<file path="config.mk">
export PLATFORM = sky130hd
export DESIGN_NAME = main_ex
export DESIGN_NICKNAME = d
export VERILOG_FILES = /design/src/verilog/ex_pkg.sv /design/src/verilog/regular_alu.sv /design/src/verilog/div_alu.sv /design/src/verilog/branch_alu.sv /design/src/verilog/lsu_agu.sv /design/src/verilog/main_ex.sv
export SDC_FILE = /design/constraint.sdc
export NUM_CORES = 2
export LEC_CHECK = 0
export ABC_CLOCK_PERIOD_IN_PS = 12900
export BUFFER_PORTS_ARGS = -buffer_cell sky130_fd_sc_hd__buf_2
export CAP_MARGIN = 10
export CORE_MARGIN = 3
export CORE_UTILIZATION = 35
export DETAILED_ROUTE_END_ITERATION = 7
export GPL_TIMING_DRIVEN = 0
export HOLD_SLACK_MARGIN = 0.15
export MAX_ROUTING_LAYER = met4
export PLACE_DENSITY = 0.51
export SYNTH_ARGS = -nofsm -noshare
export SYNTH_HDL_FRONTEND = slang
export SYNTH_HIERARCHICAL = 1
export SYNTH_SLANG_ARGS = --single-unit
</file>
<file path="constraint.sdc">
create_clock -name clk -period 12.9 [get_ports clk]
set_clock_uncertainty 0.05 [all_clocks]
set_input_delay 3.87 -clock clk [delete_from_list [all_inputs] [get_ports clk]]
set_output_delay 3.87 -clock clk [all_outputs]
set_load 0.01 [all_outputs]
</file>
<file path="src/verilog/ex_pkg.sv">
package ex_pkg;

    typedef logic [31:0] bus32_t;
    typedef logic [63:0] bus64_t;

    // architectural register index width
    localparam int unsigned REG_ADDR_W = 5;

    // one quotient bit per step
    localparam int unsigned DIV_STEPS = 32;

    // sequential instruction stride
    localparam bus32_t PC_STEP = 32'd4;

    typedef enum logic [7:0] {
        ALU_ADD       = 8'h00,
        ALU_SUB       = 8'h01,
        ALU_AND       = 8'h02,
        ALU_OR        = 8'h03,
        ALU_XOR       = 8'h04,
        ALU_NOR       = 8'h05,
        ALU_SLL       = 8'h06,
        ALU_SRL       = 8'h07,
        ALU_SRA       = 8'h08,
        ALU_SLT       = 8'h09,
        ALU_SLTU      = 8'h0a,
        ALU_PCADDU12I = 8'h0b,
        ALU_DIVW      = 8'h10,
        ALU_MODW      = 8'h11,
        ALU_DIVWU     = 8'h12,
        ALU_MODWU     = 8'h13,
        ALU_BEQ       = 8'h20,
        ALU_BNE       = 8'h21,
        ALU_BLT       = 8'h22,
        ALU_BGE       = 8'h23,
        ALU_BLTU      = 8'h24,
        ALU_BGEU      = 8'h25,
        ALU_JIRL      = 8'h26,
        ALU_B         = 8'h27,
        ALU_BL        = 8'h28,
        ALU_LDB       = 8'h30,
        ALU_LDBU      = 8'h31,
        ALU_LDH       = 8'h32,
        ALU_LDHU      = 8'h33,
        ALU_LDW       = 8'h34,
        ALU_STB       = 8'h35,
        ALU_STH       = 8'h36,
        ALU_STW       = 8'h37,
        ALU_RDCNTVLW  = 8'h40,
        ALU_RDCNTVHW  = 8'h41,
        ALU_NOP       = 8'hff
    } aluop_t;

    // which unit feeds write-back
    typedef enum logic [2:0] {
        ALU_SEL_LOGIC       = 3'd0,
        ALU_SEL_SHIFT       = 3'd1,
        ALU_SEL_ARITHMETIC  = 3'd2,
        ALU_SEL_DIV         = 3'd3,
        ALU_SEL_JUMP_BRANCH = 3'd4,
        ALU_SEL_LOAD_STORE  = 3'd5,
        ALU_SEL_COUNTER     = 3'd6,
        ALU_SEL_NONE        = 3'd7
    } alusel_t;

endpackage

</file>
<file path="src/verilog/regular_alu.sv">
module regular_alu (
    input  ex_pkg::aluop_t aluop_i,
    input  ex_pkg::bus32_t pc_i,
    input  ex_pkg::bus32_t reg1_i,
    input  ex_pkg::bus32_t reg2_i,
    output ex_pkg::bus32_t result_o
);
    import ex_pkg::*;

    logic [4:0] shamt;

    assign shamt = reg2_i[4:0];

    always_comb begin
        case (aluop_i)
            ALU_ADD: begin
                result_o = reg1_i + reg2_i;
            end
            ALU_SUB: begin
                result_o = reg1_i - reg2_i;
            end
            ALU_AND: begin
                result_o = reg1_i & reg2_i;
            end
            ALU_OR: begin
                result_o = reg1_i | reg2_i;
            end
            ALU_XOR: begin
                result_o = reg1_i ^ reg2_i;
            end
            ALU_NOR: begin
                result_o = ~(reg1_i | reg2_i);
            end
            ALU_SLL: begin
                result_o = reg1_i << shamt;
            end
            ALU_SRL: begin
                result_o = reg1_i >> shamt;
            end
            ALU_SRA: begin
                result_o = bus32_t'($signed(reg1_i) >>> shamt);
            end
            ALU_SLT: begin
                result_o = {31'b0, $signed(reg1_i) < $signed(reg2_i)};
            end
            ALU_SLTU: begin
                result_o = {31'b0, reg1_i < reg2_i};
            end
            // upper immediate arrives already shifted
            ALU_PCADDU12I: begin
                result_o = pc_i + reg2_i;
            end
            default: begin
                result_o = 32'b0;
            end
        endcase
    end

endmodule

</file>
<file path="src/verilog/div_alu.sv">
module div_alu (
    input  logic           clk,
    input  logic           reset_i,
    input  logic           start_i,
    input  logic           signed_i,
    input  ex_pkg::bus32_t dividend_i,
    input  ex_pkg::bus32_t divisor_i,
    output ex_pkg::bus32_t quotient_o,
    output ex_pkg::bus32_t remainder_o,
    output logic           done_o
);
    import ex_pkg::*;

    logic        busy;
    logic        done_q;
    logic [4:0]  step;
    logic        accept;
    bus32_t      dvd_abs;
    bus32_t      dvs_abs;
    bus32_t      dvs_q;
    bus32_t      rem_q;
    bus32_t      quo_q;
    logic        q_neg_q;
    logic        r_neg_q;
    logic [32:0] trial;
    logic [32:0] diff;

    // only take a new operation when idle
    assign accept = start_i && !busy && !done_q;

    assign dvd_abs = (signed_i && dividend_i[31]) ? -dividend_i : dividend_i;
    assign dvs_abs = (signed_i && divisor_i[31]) ? -divisor_i : divisor_i;

    // shift in next dividend bit, then try the subtract
    assign trial = {rem_q, quo_q[31]};
    assign diff  = trial - {1'b0, dvs_q};

    always_ff @(posedge clk) begin
        if (reset_i) begin
            busy   <= 1'b0;
            done_q <= 1'b0;
            step   <= 5'd0;
        end else begin
            done_q <= 1'b0;
            if (accept) begin
                busy <= 1'b1;
                step <= 5'd0;
            end else if (busy) begin
                step <= step + 5'd1;
                if (step == 5'(DIV_STEPS - 1)) begin
                    busy   <= 1'b0;
                    done_q <= 1'b1;
                end
            end
        end
    end

    always_ff @(posedge clk) begin
        if (accept) begin
            rem_q   <= 32'b0;
            quo_q   <= dvd_abs;
            dvs_q   <= dvs_abs;
            q_neg_q <= signed_i && (dividend_i[31] ^ divisor_i[31]);
            r_neg_q <= signed_i && dividend_i[31];
        end else if (busy) begin
            if (!diff[32]) begin
                rem_q <= diff[31:0];
                quo_q <= {quo_q[30:0], 1'b1};
            end else begin
                rem_q <= trial[31:0];
                quo_q <= {quo_q[30:0], 1'b0};
            end
        end
    end

    // sign fix on the magnitudes
    assign quotient_o  = q_neg_q ? -quo_q : quo_q;
    assign remainder_o = r_neg_q ? -rem_q : rem_q;
    assign done_o      = done_q;

endmodule

</file>
<file path="src/verilog/branch_alu.sv">
module branch_alu (
    input  ex_pkg::bus32_t pc_i,
    input  ex_pkg::bus32_t inst_i,
    input  ex_pkg::bus32_t reg1_i,
    input  ex_pkg::bus32_t reg2_i,
    input  ex_pkg::aluop_t aluop_i,
    input  logic           pre_taken_i,
    input  ex_pkg::bus32_t pre_target_i,
    output logic           flush_o,
    output ex_pkg::bus32_t target_o,
    output ex_pkg::bus32_t link_o
);
    import ex_pkg::*;

    bus32_t offs16;
    bus32_t offs26;
    bus32_t seq_pc;
    bus32_t jump_target;
    logic   is_branch;
    logic   taken;

    assign offs16 = {{14{inst_i[25]}}, inst_i[25:10], 2'b00};
    // offs[25:16] sits in inst[9:0]
    assign offs26 = {{4{inst_i[9]}}, inst_i[9:0], inst_i[25:10], 2'b00};
    assign seq_pc = pc_i + PC_STEP;

    always_comb begin
        is_branch   = 1'b1;
        jump_target = pc_i + offs16;
        case (aluop_i)
            ALU_BEQ:  taken = reg1_i == reg2_i;
            ALU_BNE:  taken = reg1_i != reg2_i;
            ALU_BLT:  taken = $signed(reg1_i) < $signed(reg2_i);
            ALU_BGE:  taken = $signed(reg1_i) >= $signed(reg2_i);
            ALU_BLTU: taken = reg1_i < reg2_i;
            ALU_BGEU: taken = reg1_i >= reg2_i;
            ALU_JIRL: begin
                taken       = 1'b1;
                jump_target = reg1_i + offs16;
            end
            ALU_B, ALU_BL: begin
                taken       = 1'b1;
                jump_target = pc_i + offs26;
            end
            default: begin
                taken     = 1'b0;
                is_branch = 1'b0;
            end
        endcase
    end

    assign target_o = taken ? jump_target : seq_pc;

    // wrong direction, or right direction with a stale target
    assign flush_o = is_branch
        && ((taken != pre_taken_i) || (taken && (pre_target_i != jump_target)));

    assign link_o = (aluop_i == ALU_BL || aluop_i == ALU_JIRL) ? seq_pc : 32'b0;

endmodule

</file>
<file path="src/verilog/lsu_agu.sv">
module lsu_agu #(
    parameter ex_pkg::bus32_t UNCACHE_PC_LIMIT = 32'h0000_0120
) (
    input  logic           inst_valid_i,
    input  ex_pkg::aluop_t aluop_i,
    input  ex_pkg::bus32_t pc_i,
    input  ex_pkg::bus32_t inst_i,
    input  ex_pkg::bus32_t reg1_i,
    input  ex_pkg::bus32_t reg2_i,
    output ex_pkg::bus32_t addr_o,
    output logic           ale_o,
    output logic           req_o,
    output logic           valid_o,
    output logic           uncache_o,
    output logic           op_o,
    output ex_pkg::bus32_t wdata_o,
    output logic [3:0]     wstrb_o
);
    import ex_pkg::*;

    logic [11:0] si12;
    bus32_t      addr;
    logic        is_load;
    logic        is_store;
    logic        misaligned;
    logic        low_pc;

    assign si12   = inst_i[21:10];
    assign addr   = reg1_i + {{20{si12[11]}}, si12};
    assign addr_o = addr;

    always_comb begin
        is_load    = 1'b0;
        is_store   = 1'b0;
        misaligned = 1'b0;
        wdata_o    = 32'b0;
        wstrb_o    = 4'b0000;
        case (aluop_i)
            ALU_LDB, ALU_LDBU: begin
                is_load = 1'b1;
                wstrb_o = 4'b1111;
            end
            ALU_LDH, ALU_LDHU: begin
                is_load    = 1'b1;
                misaligned = addr[0];
                wstrb_o    = 4'b1111;
            end
            ALU_LDW: begin
                is_load    = 1'b1;
                misaligned = |addr[1:0];
                wstrb_o    = 4'b1111;
            end
            // byte replicated, one lane enabled
            ALU_STB: begin
                is_store = 1'b1;
                wdata_o  = {4{reg2_i[7:0]}};
                wstrb_o  = 4'b0001 << addr[1:0];
            end
            ALU_STH: begin
                is_store   = 1'b1;
                misaligned = addr[0];
                wdata_o    = {2{reg2_i[15:0]}};
                if (!addr[0]) begin
                    wstrb_o = addr[1] ? 4'b1100 : 4'b0011;
                end
            end
            ALU_STW: begin
                is_store   = 1'b1;
                misaligned = |addr[1:0];
                wdata_o    = reg2_i;
                if (addr[1:0] == 2'b00) begin
                    wstrb_o = 4'b1111;
                end
            end
            default: begin
            end
        endcase
    end

    // boot region goes around the cache
    assign low_pc = pc_i < UNCACHE_PC_LIMIT;

    assign ale_o     = inst_valid_i && misaligned;
    assign req_o     = inst_valid_i && (is_load || is_store) && !misaligned;
    assign uncache_o = req_o && low_pc;
    assign valid_o   = req_o && !low_pc;
    assign op_o      = req_o && is_store;

endmodule

</file>
<file path="src/verilog/main_ex.sv">
module main_ex #(
    parameter ex_pkg::bus32_t UNCACHE_PC_LIMIT = 32'h0000_0120
) (
    input  logic                          clk,
    input  logic                          reset_i,

    input  logic                          inst_valid_i,
    input  ex_pkg::bus32_t                pc_i,
    input  ex_pkg::bus32_t                inst_i,
    input  ex_pkg::aluop_t                aluop_i,
    input  ex_pkg::alusel_t               alusel_i,
    input  ex_pkg::bus32_t                reg1_i,
    input  ex_pkg::bus32_t                reg2_i,
    input  logic                          reg_write_en_i,
    input  logic [ex_pkg::REG_ADDR_W-1:0] reg_write_addr_i,
    input  logic                          pre_taken_i,
    input  ex_pkg::bus32_t                pre_target_i,
    input  ex_pkg::bus64_t                cnt_i,
    input  logic                          dcache_addr_ok_i,

    output logic                          reg_write_en_o,
    output logic [ex_pkg::REG_ADDR_W-1:0] reg_write_addr_o,
    output ex_pkg::bus32_t                reg_write_data_o,
    output ex_pkg::bus32_t                mem_addr_o,
    output logic                          ale_o,
    output logic                          pause_o,
    output logic                          branch_flush_o,
    output ex_pkg::bus32_t                branch_target_o,

    output logic                          dcache_valid_o,
    output logic                          dcache_uncache_o,
    output logic                          dcache_op_o,
    output ex_pkg::bus32_t                dcache_addr_o,
    output ex_pkg::bus32_t                dcache_wdata_o,
    output logic [3:0]                    dcache_wstrb_o
);
    import ex_pkg::*;

    bus32_t     regular_res;
    bus32_t     quotient;
    bus32_t     remainder;
    bus32_t     link_res;
    bus32_t     counter_res;
    bus32_t     div_res;
    logic       is_div;
    logic       is_mod;
    logic       div_signed;
    logic       div_start;
    logic       div_done;
    logic       br_flush;
    logic       lsu_req;
    bus32_t     lsu_wdata;
    logic [3:0] lsu_wstrb;

    regular_alu u_regular_alu (
        .aluop_i  (aluop_i),
        .pc_i     (pc_i),
        .reg1_i   (reg1_i),
        .reg2_i   (reg2_i),
        .result_o (regular_res)
    );

    assign is_mod     = aluop_i == ALU_MODW || aluop_i == ALU_MODWU;
    assign is_div     = is_mod || aluop_i == ALU_DIVW || aluop_i == ALU_DIVWU;
    assign div_signed = aluop_i == ALU_DIVW || aluop_i == ALU_MODW;
    // start drops in the done cycle, which releases the pause
    assign div_start  = inst_valid_i && is_div && !div_done;

    div_alu u_div_alu (
        .clk         (clk),
        .reset_i     (reset_i),
        .start_i     (div_start),
        .signed_i    (div_signed),
        .dividend_i  (reg1_i),
        .divisor_i   (reg2_i),
        .quotient_o  (quotient),
        .remainder_o (remainder),
        .done_o      (div_done)
    );

    assign div_res = !div_done ? 32'b0 : (is_mod ? remainder : quotient);

    branch_alu u_branch_alu (
        .pc_i         (pc_i),
        .inst_i       (inst_i),
        .reg1_i       (reg1_i),
        .reg2_i       (reg2_i),
        .aluop_i      (aluop_i),
        .pre_taken_i  (pre_taken_i),
        .pre_target_i (pre_target_i),
        .flush_o      (br_flush),
        .target_o     (branch_target_o),
        .link_o       (link_res)
    );

    assign branch_flush_o = inst_valid_i && br_flush;

    lsu_agu #(
        .UNCACHE_PC_LIMIT (UNCACHE_PC_LIMIT)
    ) u_lsu_agu (
        .inst_valid_i (inst_valid_i),
        .aluop_i      (aluop_i),
        .pc_i         (pc_i),
        .inst_i       (inst_i),
        .reg1_i       (reg1_i),
        .reg2_i       (reg2_i),
        .addr_o       (mem_addr_o),
        .ale_o        (ale_o),
        .req_o        (lsu_req),
        .valid_o      (dcache_valid_o),
        .uncache_o    (dcache_uncache_o),
        .op_o         (dcache_op_o),
        .wdata_o      (lsu_wdata),
        .wstrb_o      (lsu_wstrb)
    );

    // quiet bus when nothing is requested
    assign dcache_addr_o  = lsu_req ? mem_addr_o : 32'b0;
    assign dcache_wdata_o = lsu_req ? lsu_wdata : 32'b0;
    assign dcache_wstrb_o = lsu_req ? lsu_wstrb : 4'b0000;

    assign counter_res = (aluop_i == ALU_RDCNTVHW) ? cnt_i[63:32] :
                         (aluop_i == ALU_RDCNTVLW) ? cnt_i[31:0] : 32'b0;

    assign reg_write_en_o   = inst_valid_i && reg_write_en_i;
    assign reg_write_addr_o = reg_write_addr_i;

    always_comb begin
        case (alusel_i)
            ALU_SEL_LOGIC, ALU_SEL_SHIFT, ALU_SEL_ARITHMETIC: reg_write_data_o = regular_res;
            ALU_SEL_DIV:         reg_write_data_o = div_res;
            ALU_SEL_JUMP_BRANCH: reg_write_data_o = link_res;
            ALU_SEL_COUNTER:     reg_write_data_o = counter_res;
            ALU_SEL_LOAD_STORE, ALU_SEL_NONE: reg_write_data_o = 32'b0;
            default:             reg_write_data_o = 32'b0;
        endcase
    end

    // divide pending, or cached request not yet taken
    assign pause_o = div_start || (dcache_valid_o && !dcache_addr_ok_i);

endmodule

</file>
Word-level counts from Yosys, hierarchy flattened
Index checks and enable logic that the tools add are counted.
Storage, ports and cells
  register bits after elaboration: 105
  input port bits: 246
  output and inout bits: 176
  logic and storage cells: 164
Operators by class
  add/subtract/negate cells: 14
  $lt $le $gt $ge: 5
  equal/unequal tests: 46
  shift-type cells: 4
  mux-type cells: 34
  bitwise gates (word level): 6
  reduce and logical (&&, ||, !) cells: 47
Operator list (number)
  two-way mux 32 bit: 15
  case mux 32 bit (12 select lines): 1
  adder 32 bit: 6
  case mux 32 bit (5 select lines): 1
  == test 8 x 6 -> 1 bit (second input constant): 17
  negator 32 bit: 4
  case mux 32 bit (3 select lines): 1
  >= comparator 32 bit: 2
  less-than comparator 32 bit: 2
  inequality test 32 bit: 2
  case mux 32 bit (2 select lines): 1
  subtractor 33 x 32 -> 33 bit: 1
  adder 32 x 3 -> 32 bit (second input constant): 1
  bitwise AND 32 bit: 1
  == test 32 bit: 1
  == test 8 x 3 -> 1 bit (second input constant): 4
  == test 8 x 4 -> 1 bit (second input constant): 4
  == test 8 x 5 -> 1 bit (second input constant): 4
  less-than comparator 32 x 9 -> 1 bit (second input constant): 1
  inverter 32 bit: 1
  OR 32 bit: 1
  left shift 32 x 5 -> 32 bit: 1
  right shift 32 x 5 -> 32 bit: 1
  >>> shifter 32 x 5 -> 32 bit: 1
  30 further kinds: 82

Logic depth before layout (Yosys ltp)
  word-level depth: 9
  mapped depth: 21
  depth with buffers taken out: 18

Hierarchy
Netlist, hierarchy kept.
Modules (own cells, without submodules)
  regular_alu: instances 1, cells each 1406, area an instance 9590.4 sq um, sequential area each 0.0 sq um
  div_alu: instances 1, cells each 1035, area an instance 8585.7 sq um, sequential area each 2762.6 sq um
  branch_alu: instances 1, cells each 1035, area an instance 6716.4 sq um, sequential area each 0.0 sq um
  lsu_agu: instances 1, cells each 411, area an instance 2710.1 sq um, sequential area each 0.0 sq um
  main_ex: instances 1, cells each 353, area an instance 2182.1 sq um, sequential area each 0.0 sq um

Least setup slack after synthesis
No wires, ideal clock.
  path kind: input to output
  start point: input aluop_i[5]
  end point: output reg_write_data_o[28]
  arrival time: 8.068 ns
  required time: 8.980 ns
  slack: 0.912 ns
  cell stages on the path: 18
  path buffers: 2
  cell sequence: or4_4 buf_6 or2_4 nor2_4 clkbuf_1 o21ai_0 ha_1 fa_1 a211oi_1 o21ai_1 o2111ai_1 a211oi_1 o31ai_1 a21boi_0 o31ai_1 or3b_1 o211ai_1 o22a_1
RTL lines
  from (decl): RTL line main_ex.sv:10  | input ex_pkg::aluop_t aluop_i,
  == test 8 x 4 -> 1 bit, or another cell as far along: RTL line regular_alu.sv:15  | case (aluop_i)
  case mux 32 bit (12 select lines) *: RTL line regular_alu.sv:15
  via regular_res[28]: RTL line main_ex.sv:39  | bus32_t regular_res;
  case mux 32 bit (5 select lines) *: RTL line main_ex.sv:129  | case (alusel_i)
  to (decl): RTL line main_ex.sv:23  | output ex_pkg::bus32_t reg_write_data_o,
Mark *: on every way through the listed nets, which the timed path passes. The rest lies on a longest branch.

Worst setup path in the final report
  start point: input reg2_i[0]
  end point: output reg_write_data_o[14]
On the way
  longest elaborated chain between the ends: 3
RTL lines
  from (decl): RTL line main_ex.sv:13  | input ex_pkg::bus32_t reg2_i,
  adder 32 bit, or another cell as far along: RTL line regular_alu.sv:51  | result_o = pc_i + reg2_i;
  case mux 32 bit (12 select lines) *: RTL line regular_alu.sv:15
  via regular_res[14]: RTL line main_ex.sv:39
  case mux 32 bit (5 select lines) *: RTL line main_ex.sv:129
Marked as above.

==> reports/qor.txt <==
Worst Max-Slew Pin Slew: 1.49 ns
VDD IR max: 0.0625 mV
Setup CP Type: in -> out
I/O Pins: 422
Synth top area cells: ha_1 (12%), edfxtp_1 (6.7%), a21oi_1 (6.6%)
Most used DFF post-synth: edfxtp_1
Crit-path cells: buf_4 > buf_2 > buf_2 > buf_2 > buf_2 > o21ai_0 > o21ai_0 > mux2_2 > nor2_1 > nor4b_1 > o211ai_1 > o22a_1 > buf_2
Syn Nets: 4784
Global Route Usage Sum: 0.401
Vias per inst: 6.33
Fillers: 9110
Final #Nets: 5213
Largest net degree at the start of global routing: 34
ANT nets after route: 0
Final Non-Filler Cells: 5817
Arrival @ worst endpoint: 9.02 ns
Clock Latency Late Sink: 0.37 ns
Setup Viol. Count Final: 2
CP max-delay cell: o21ai_0
Seq/Total Area, Yosys: 0.0928
Cells after synthesis: 4240
DRC: 6
Most common library cells after synthesis: nor2_1 (425), nand2_1 (394), a21oi_1 (390)
Vias in the first global route: 34000
CTS Buf Count: 9
Initial detailed-routing violation count: 4250
Outcome: complete, but fails checks
Die ar.: 0.0886 sq mm
Net Sw Frac: 0.549
TritonRoute pass-1 iters: 8
Hold bufs inserted after CTS: 0
Hold WC Path Type: reg -> reg
Leakage: 14.2 nW
Area growth from synthesis to layout: 14.1%
Final Max Slew Viols: 1
# rows: 106
Max clock buf depth: 2
Slew HR: -0.00561
Initial antenna violation count: 14
GR Overflow Total: 0
Area of the multi-input gates: 0.0254 sq mm
Core ar.: 0.0840 sq mm
Seq pwr share: 0.192
First-pass GRT wire length: 253000 um
Max-cap violations: 1
RSZ-0062 raised after global routing: true
Clock power share: 0.110
Number of synthesized flops with an enable pin: 66
CTS tree: done
Critical Path Start Type: input port
Pwr Density: 75.3 mW/mm^2
Cell variety after synth: 110
Worst hold path depth: 2
Path depth of the worst reg2reg path: 10
Critical path's top delay family: compound AO/OA/AOI/OAI gates
RePlAce Congestion: 1.04
H-tree levels: 3
Internal power: 0.00115 W
Gate power share: 0.698
Clock sink count: 105
Final worst-path cycle share: 1.00
Area leader, netlist: ha_1
Final min period: 12.94 ns
Most common cell in the netlist: nor2_1
Net switching power: 0.00141 W
Synth warn: 6
Reg area: 0.00276 sq mm
Maximum fanout along the worst path: 13
Initial cell density of the core: 0.355
Crit-path most repeated cell: buf_2
Synth top area share: 0.123
Fmax: 0.0773 GHz
Avg Cell Area, Syn: 7.02 sq um
Failing checks: design-rule violations, max-capacitance violations, max-slew violations, negative setup slack
Mean routed wirelength per cell: 31.2 um
Final core utilization: 0.405
Crit-path max cell delay: 1.16 ns
Routed Wire Length: 182000 um
Final Hold Vio Count: 0
Clock transition at path regs: 0.08 ns
Nature of the critical path endpoint: output pin
Placed insts: 5789
Synthesized area: 0.0298 sq mm
Via count: 36800
Final worst slack: -0.0438 ns
WP depth: 13
WP data required: 8.98 ns
Port bufs: 410
Root buffer cell: clkbuf_16
Chip Height: 298 um
Seq cells post-synth: 105
Width of the die: 298 um
Share of flip-flops with an asynchronous set or reset: 0
Worst Path Buf+Inv: 6
Share of post-route cells with drive strength above 1: 0.140
Hpwl dp: 146000 um
[routing by layer]
metal	share of wire	track usage	up-vias
met1	0.42	0.525	17700
li1	-	-	16500
met4	0.053	0.181	0
met5	0	-	-
met3	0.091	0.0651	357
met2	0.43	0.605	2199
[per-stage QoR]
step	setup TNS (ns)	power (W)	hold WS (ns)	cell area, sq um	setup slack [ns]
after floorplan	0	0.00156	0.450	29800	0.912
after global placement	-19.74	0.00221	0.474	33300	-1.67
after detailed placement	-18.71	0.00220	0.475	33300	-1.54
after CTS	0	0.00250	0.486	33800	0.00437
after global routing	-0.0449	0.00270	0.507	34000	-0.0449
final	-0.0855	0.00256	0.485	34000	-0.0438
[kinds of logic (layout without fill, tap and decap cells)]
group,count (synthesis),after routing,share of synthesized area
mux,170,170,0.0786
fa+ha+maj,298,298,0.127
xor+xnor,322,322,0.0947
other cells,0,9,0
compound gates,1379,1379,0.300
buf+inv,472,906,0.0639
simple gates,1494,1494,0.243
flops,105,105,0.0928
[power by group through the flow]
stage / clock [W] / combinational, W / sequential [W]
4_1_cts: 0.000284 / 0.00173 / 0.000487
3_3_place_gp: 0 / 0.00172 / 0.000494
6_report: 0.000282 / 0.00179 / 0.000492
3_5_place_dp: 0 / 0.00171 / 0.000494
5_1_grt: 0.000297 / 0.00191 / 0.000495
2_1_floorplan: 0 / 0.00110 / 0.000456
[worst paths after layout]
kind,startpoint,endpoint,slack [ns]
worst max-delay path,reg2_i[0],reg_write_data_o[14],-0.04
worst min-delay path,u_div_alu/step[4],u_div_alu/step[4],0.49
worst max register to register,u_div_alu/rem_q[8],u_div_alu/rem_q[25],8.94
worst min register to register,u_div_alu/step[4],u_div_alu/step[4],0.49
[cells in the final DEF (no fill, tap or decap), drive strengths merged, types with 14 or more instances in the layout]
| master | instances |
|---|---|
| o41ai | 20 |
| or2 | 14 |
| a22oi | 23 |
| buf | 494 |
| xnor2 | 202 |
| a221oi | 30 |
| inv | 219 |
| nor2 | 426 |
| o2111ai | 23 |
| nor3 | 97 |
| o211ai | 54 |
| mux4 | 50 |
| or3 | 44 |
| nand2 | 395 |
| a21o | 80 |
| a211oi | 53 |
| nand2b | 41 |
| ha | 292 |
| or4 | 25 |
| and3 | 23 |
| o21a | 23 |
| o221ai | 24 |
| nand3 | 128 |
| o21ai | 361 |
| o22a | 39 |
| nor4 | 42 |
| nor2b | 49 |
| xor2 | 120 |
| edfxtp | 66 |
| o21bai | 21 |
| clkbuf | 188 |
| mux2i | 110 |
| o311ai | 20 |
| a21oi | 391 |
| o31ai | 51 |
| and2 | 101 |
| nand4 | 56 |
| a31oi | 34 |
| nor3b | 15 |
| dfxtp | 39 |
[tightest hold or removal path, delay by kind of cell (launching register included)]
kind / cells / cell delay, ns
multiplexers: 1 / 0.12
flip-flops: 1 / 0.32
AND/OR/NAND/NOR: 1 / 0.06
[timing repair]
item,in CTS,in global routing
gates cloned,0,0
gates resized for setup,43,46
buffers inserted,7,0
pin swaps,5,6
endpoints found under the setup margin,28,24
[layout make-up]
class	count	area share
Multi-Input combinational cell	3663	0.747
Clock buffer	11	0.00685
Antenna cell	9	0.000663
Inverter	219	0.0243
Tap cell	1134	0.0418
Buffer	249	0.0321
Clock inverter	5	0.00136
Sequential cell	105	0.0813
Timing Repair Buffer	422	0.0647
[registers in the layout, indices dropped and copies added, names as in the netlist]
name and cells:
u_div_alu/q_neg_q 1, u_div_alu/rem_q 32, u_div_alu/step 5, u_div_alu/busy 1
u_div_alu/quo_q 32, u_div_alu/r_neg_q 1, u_div_alu/dvs_q 32, u_div_alu/done_o 1
(Power assumes the default switching activity.)
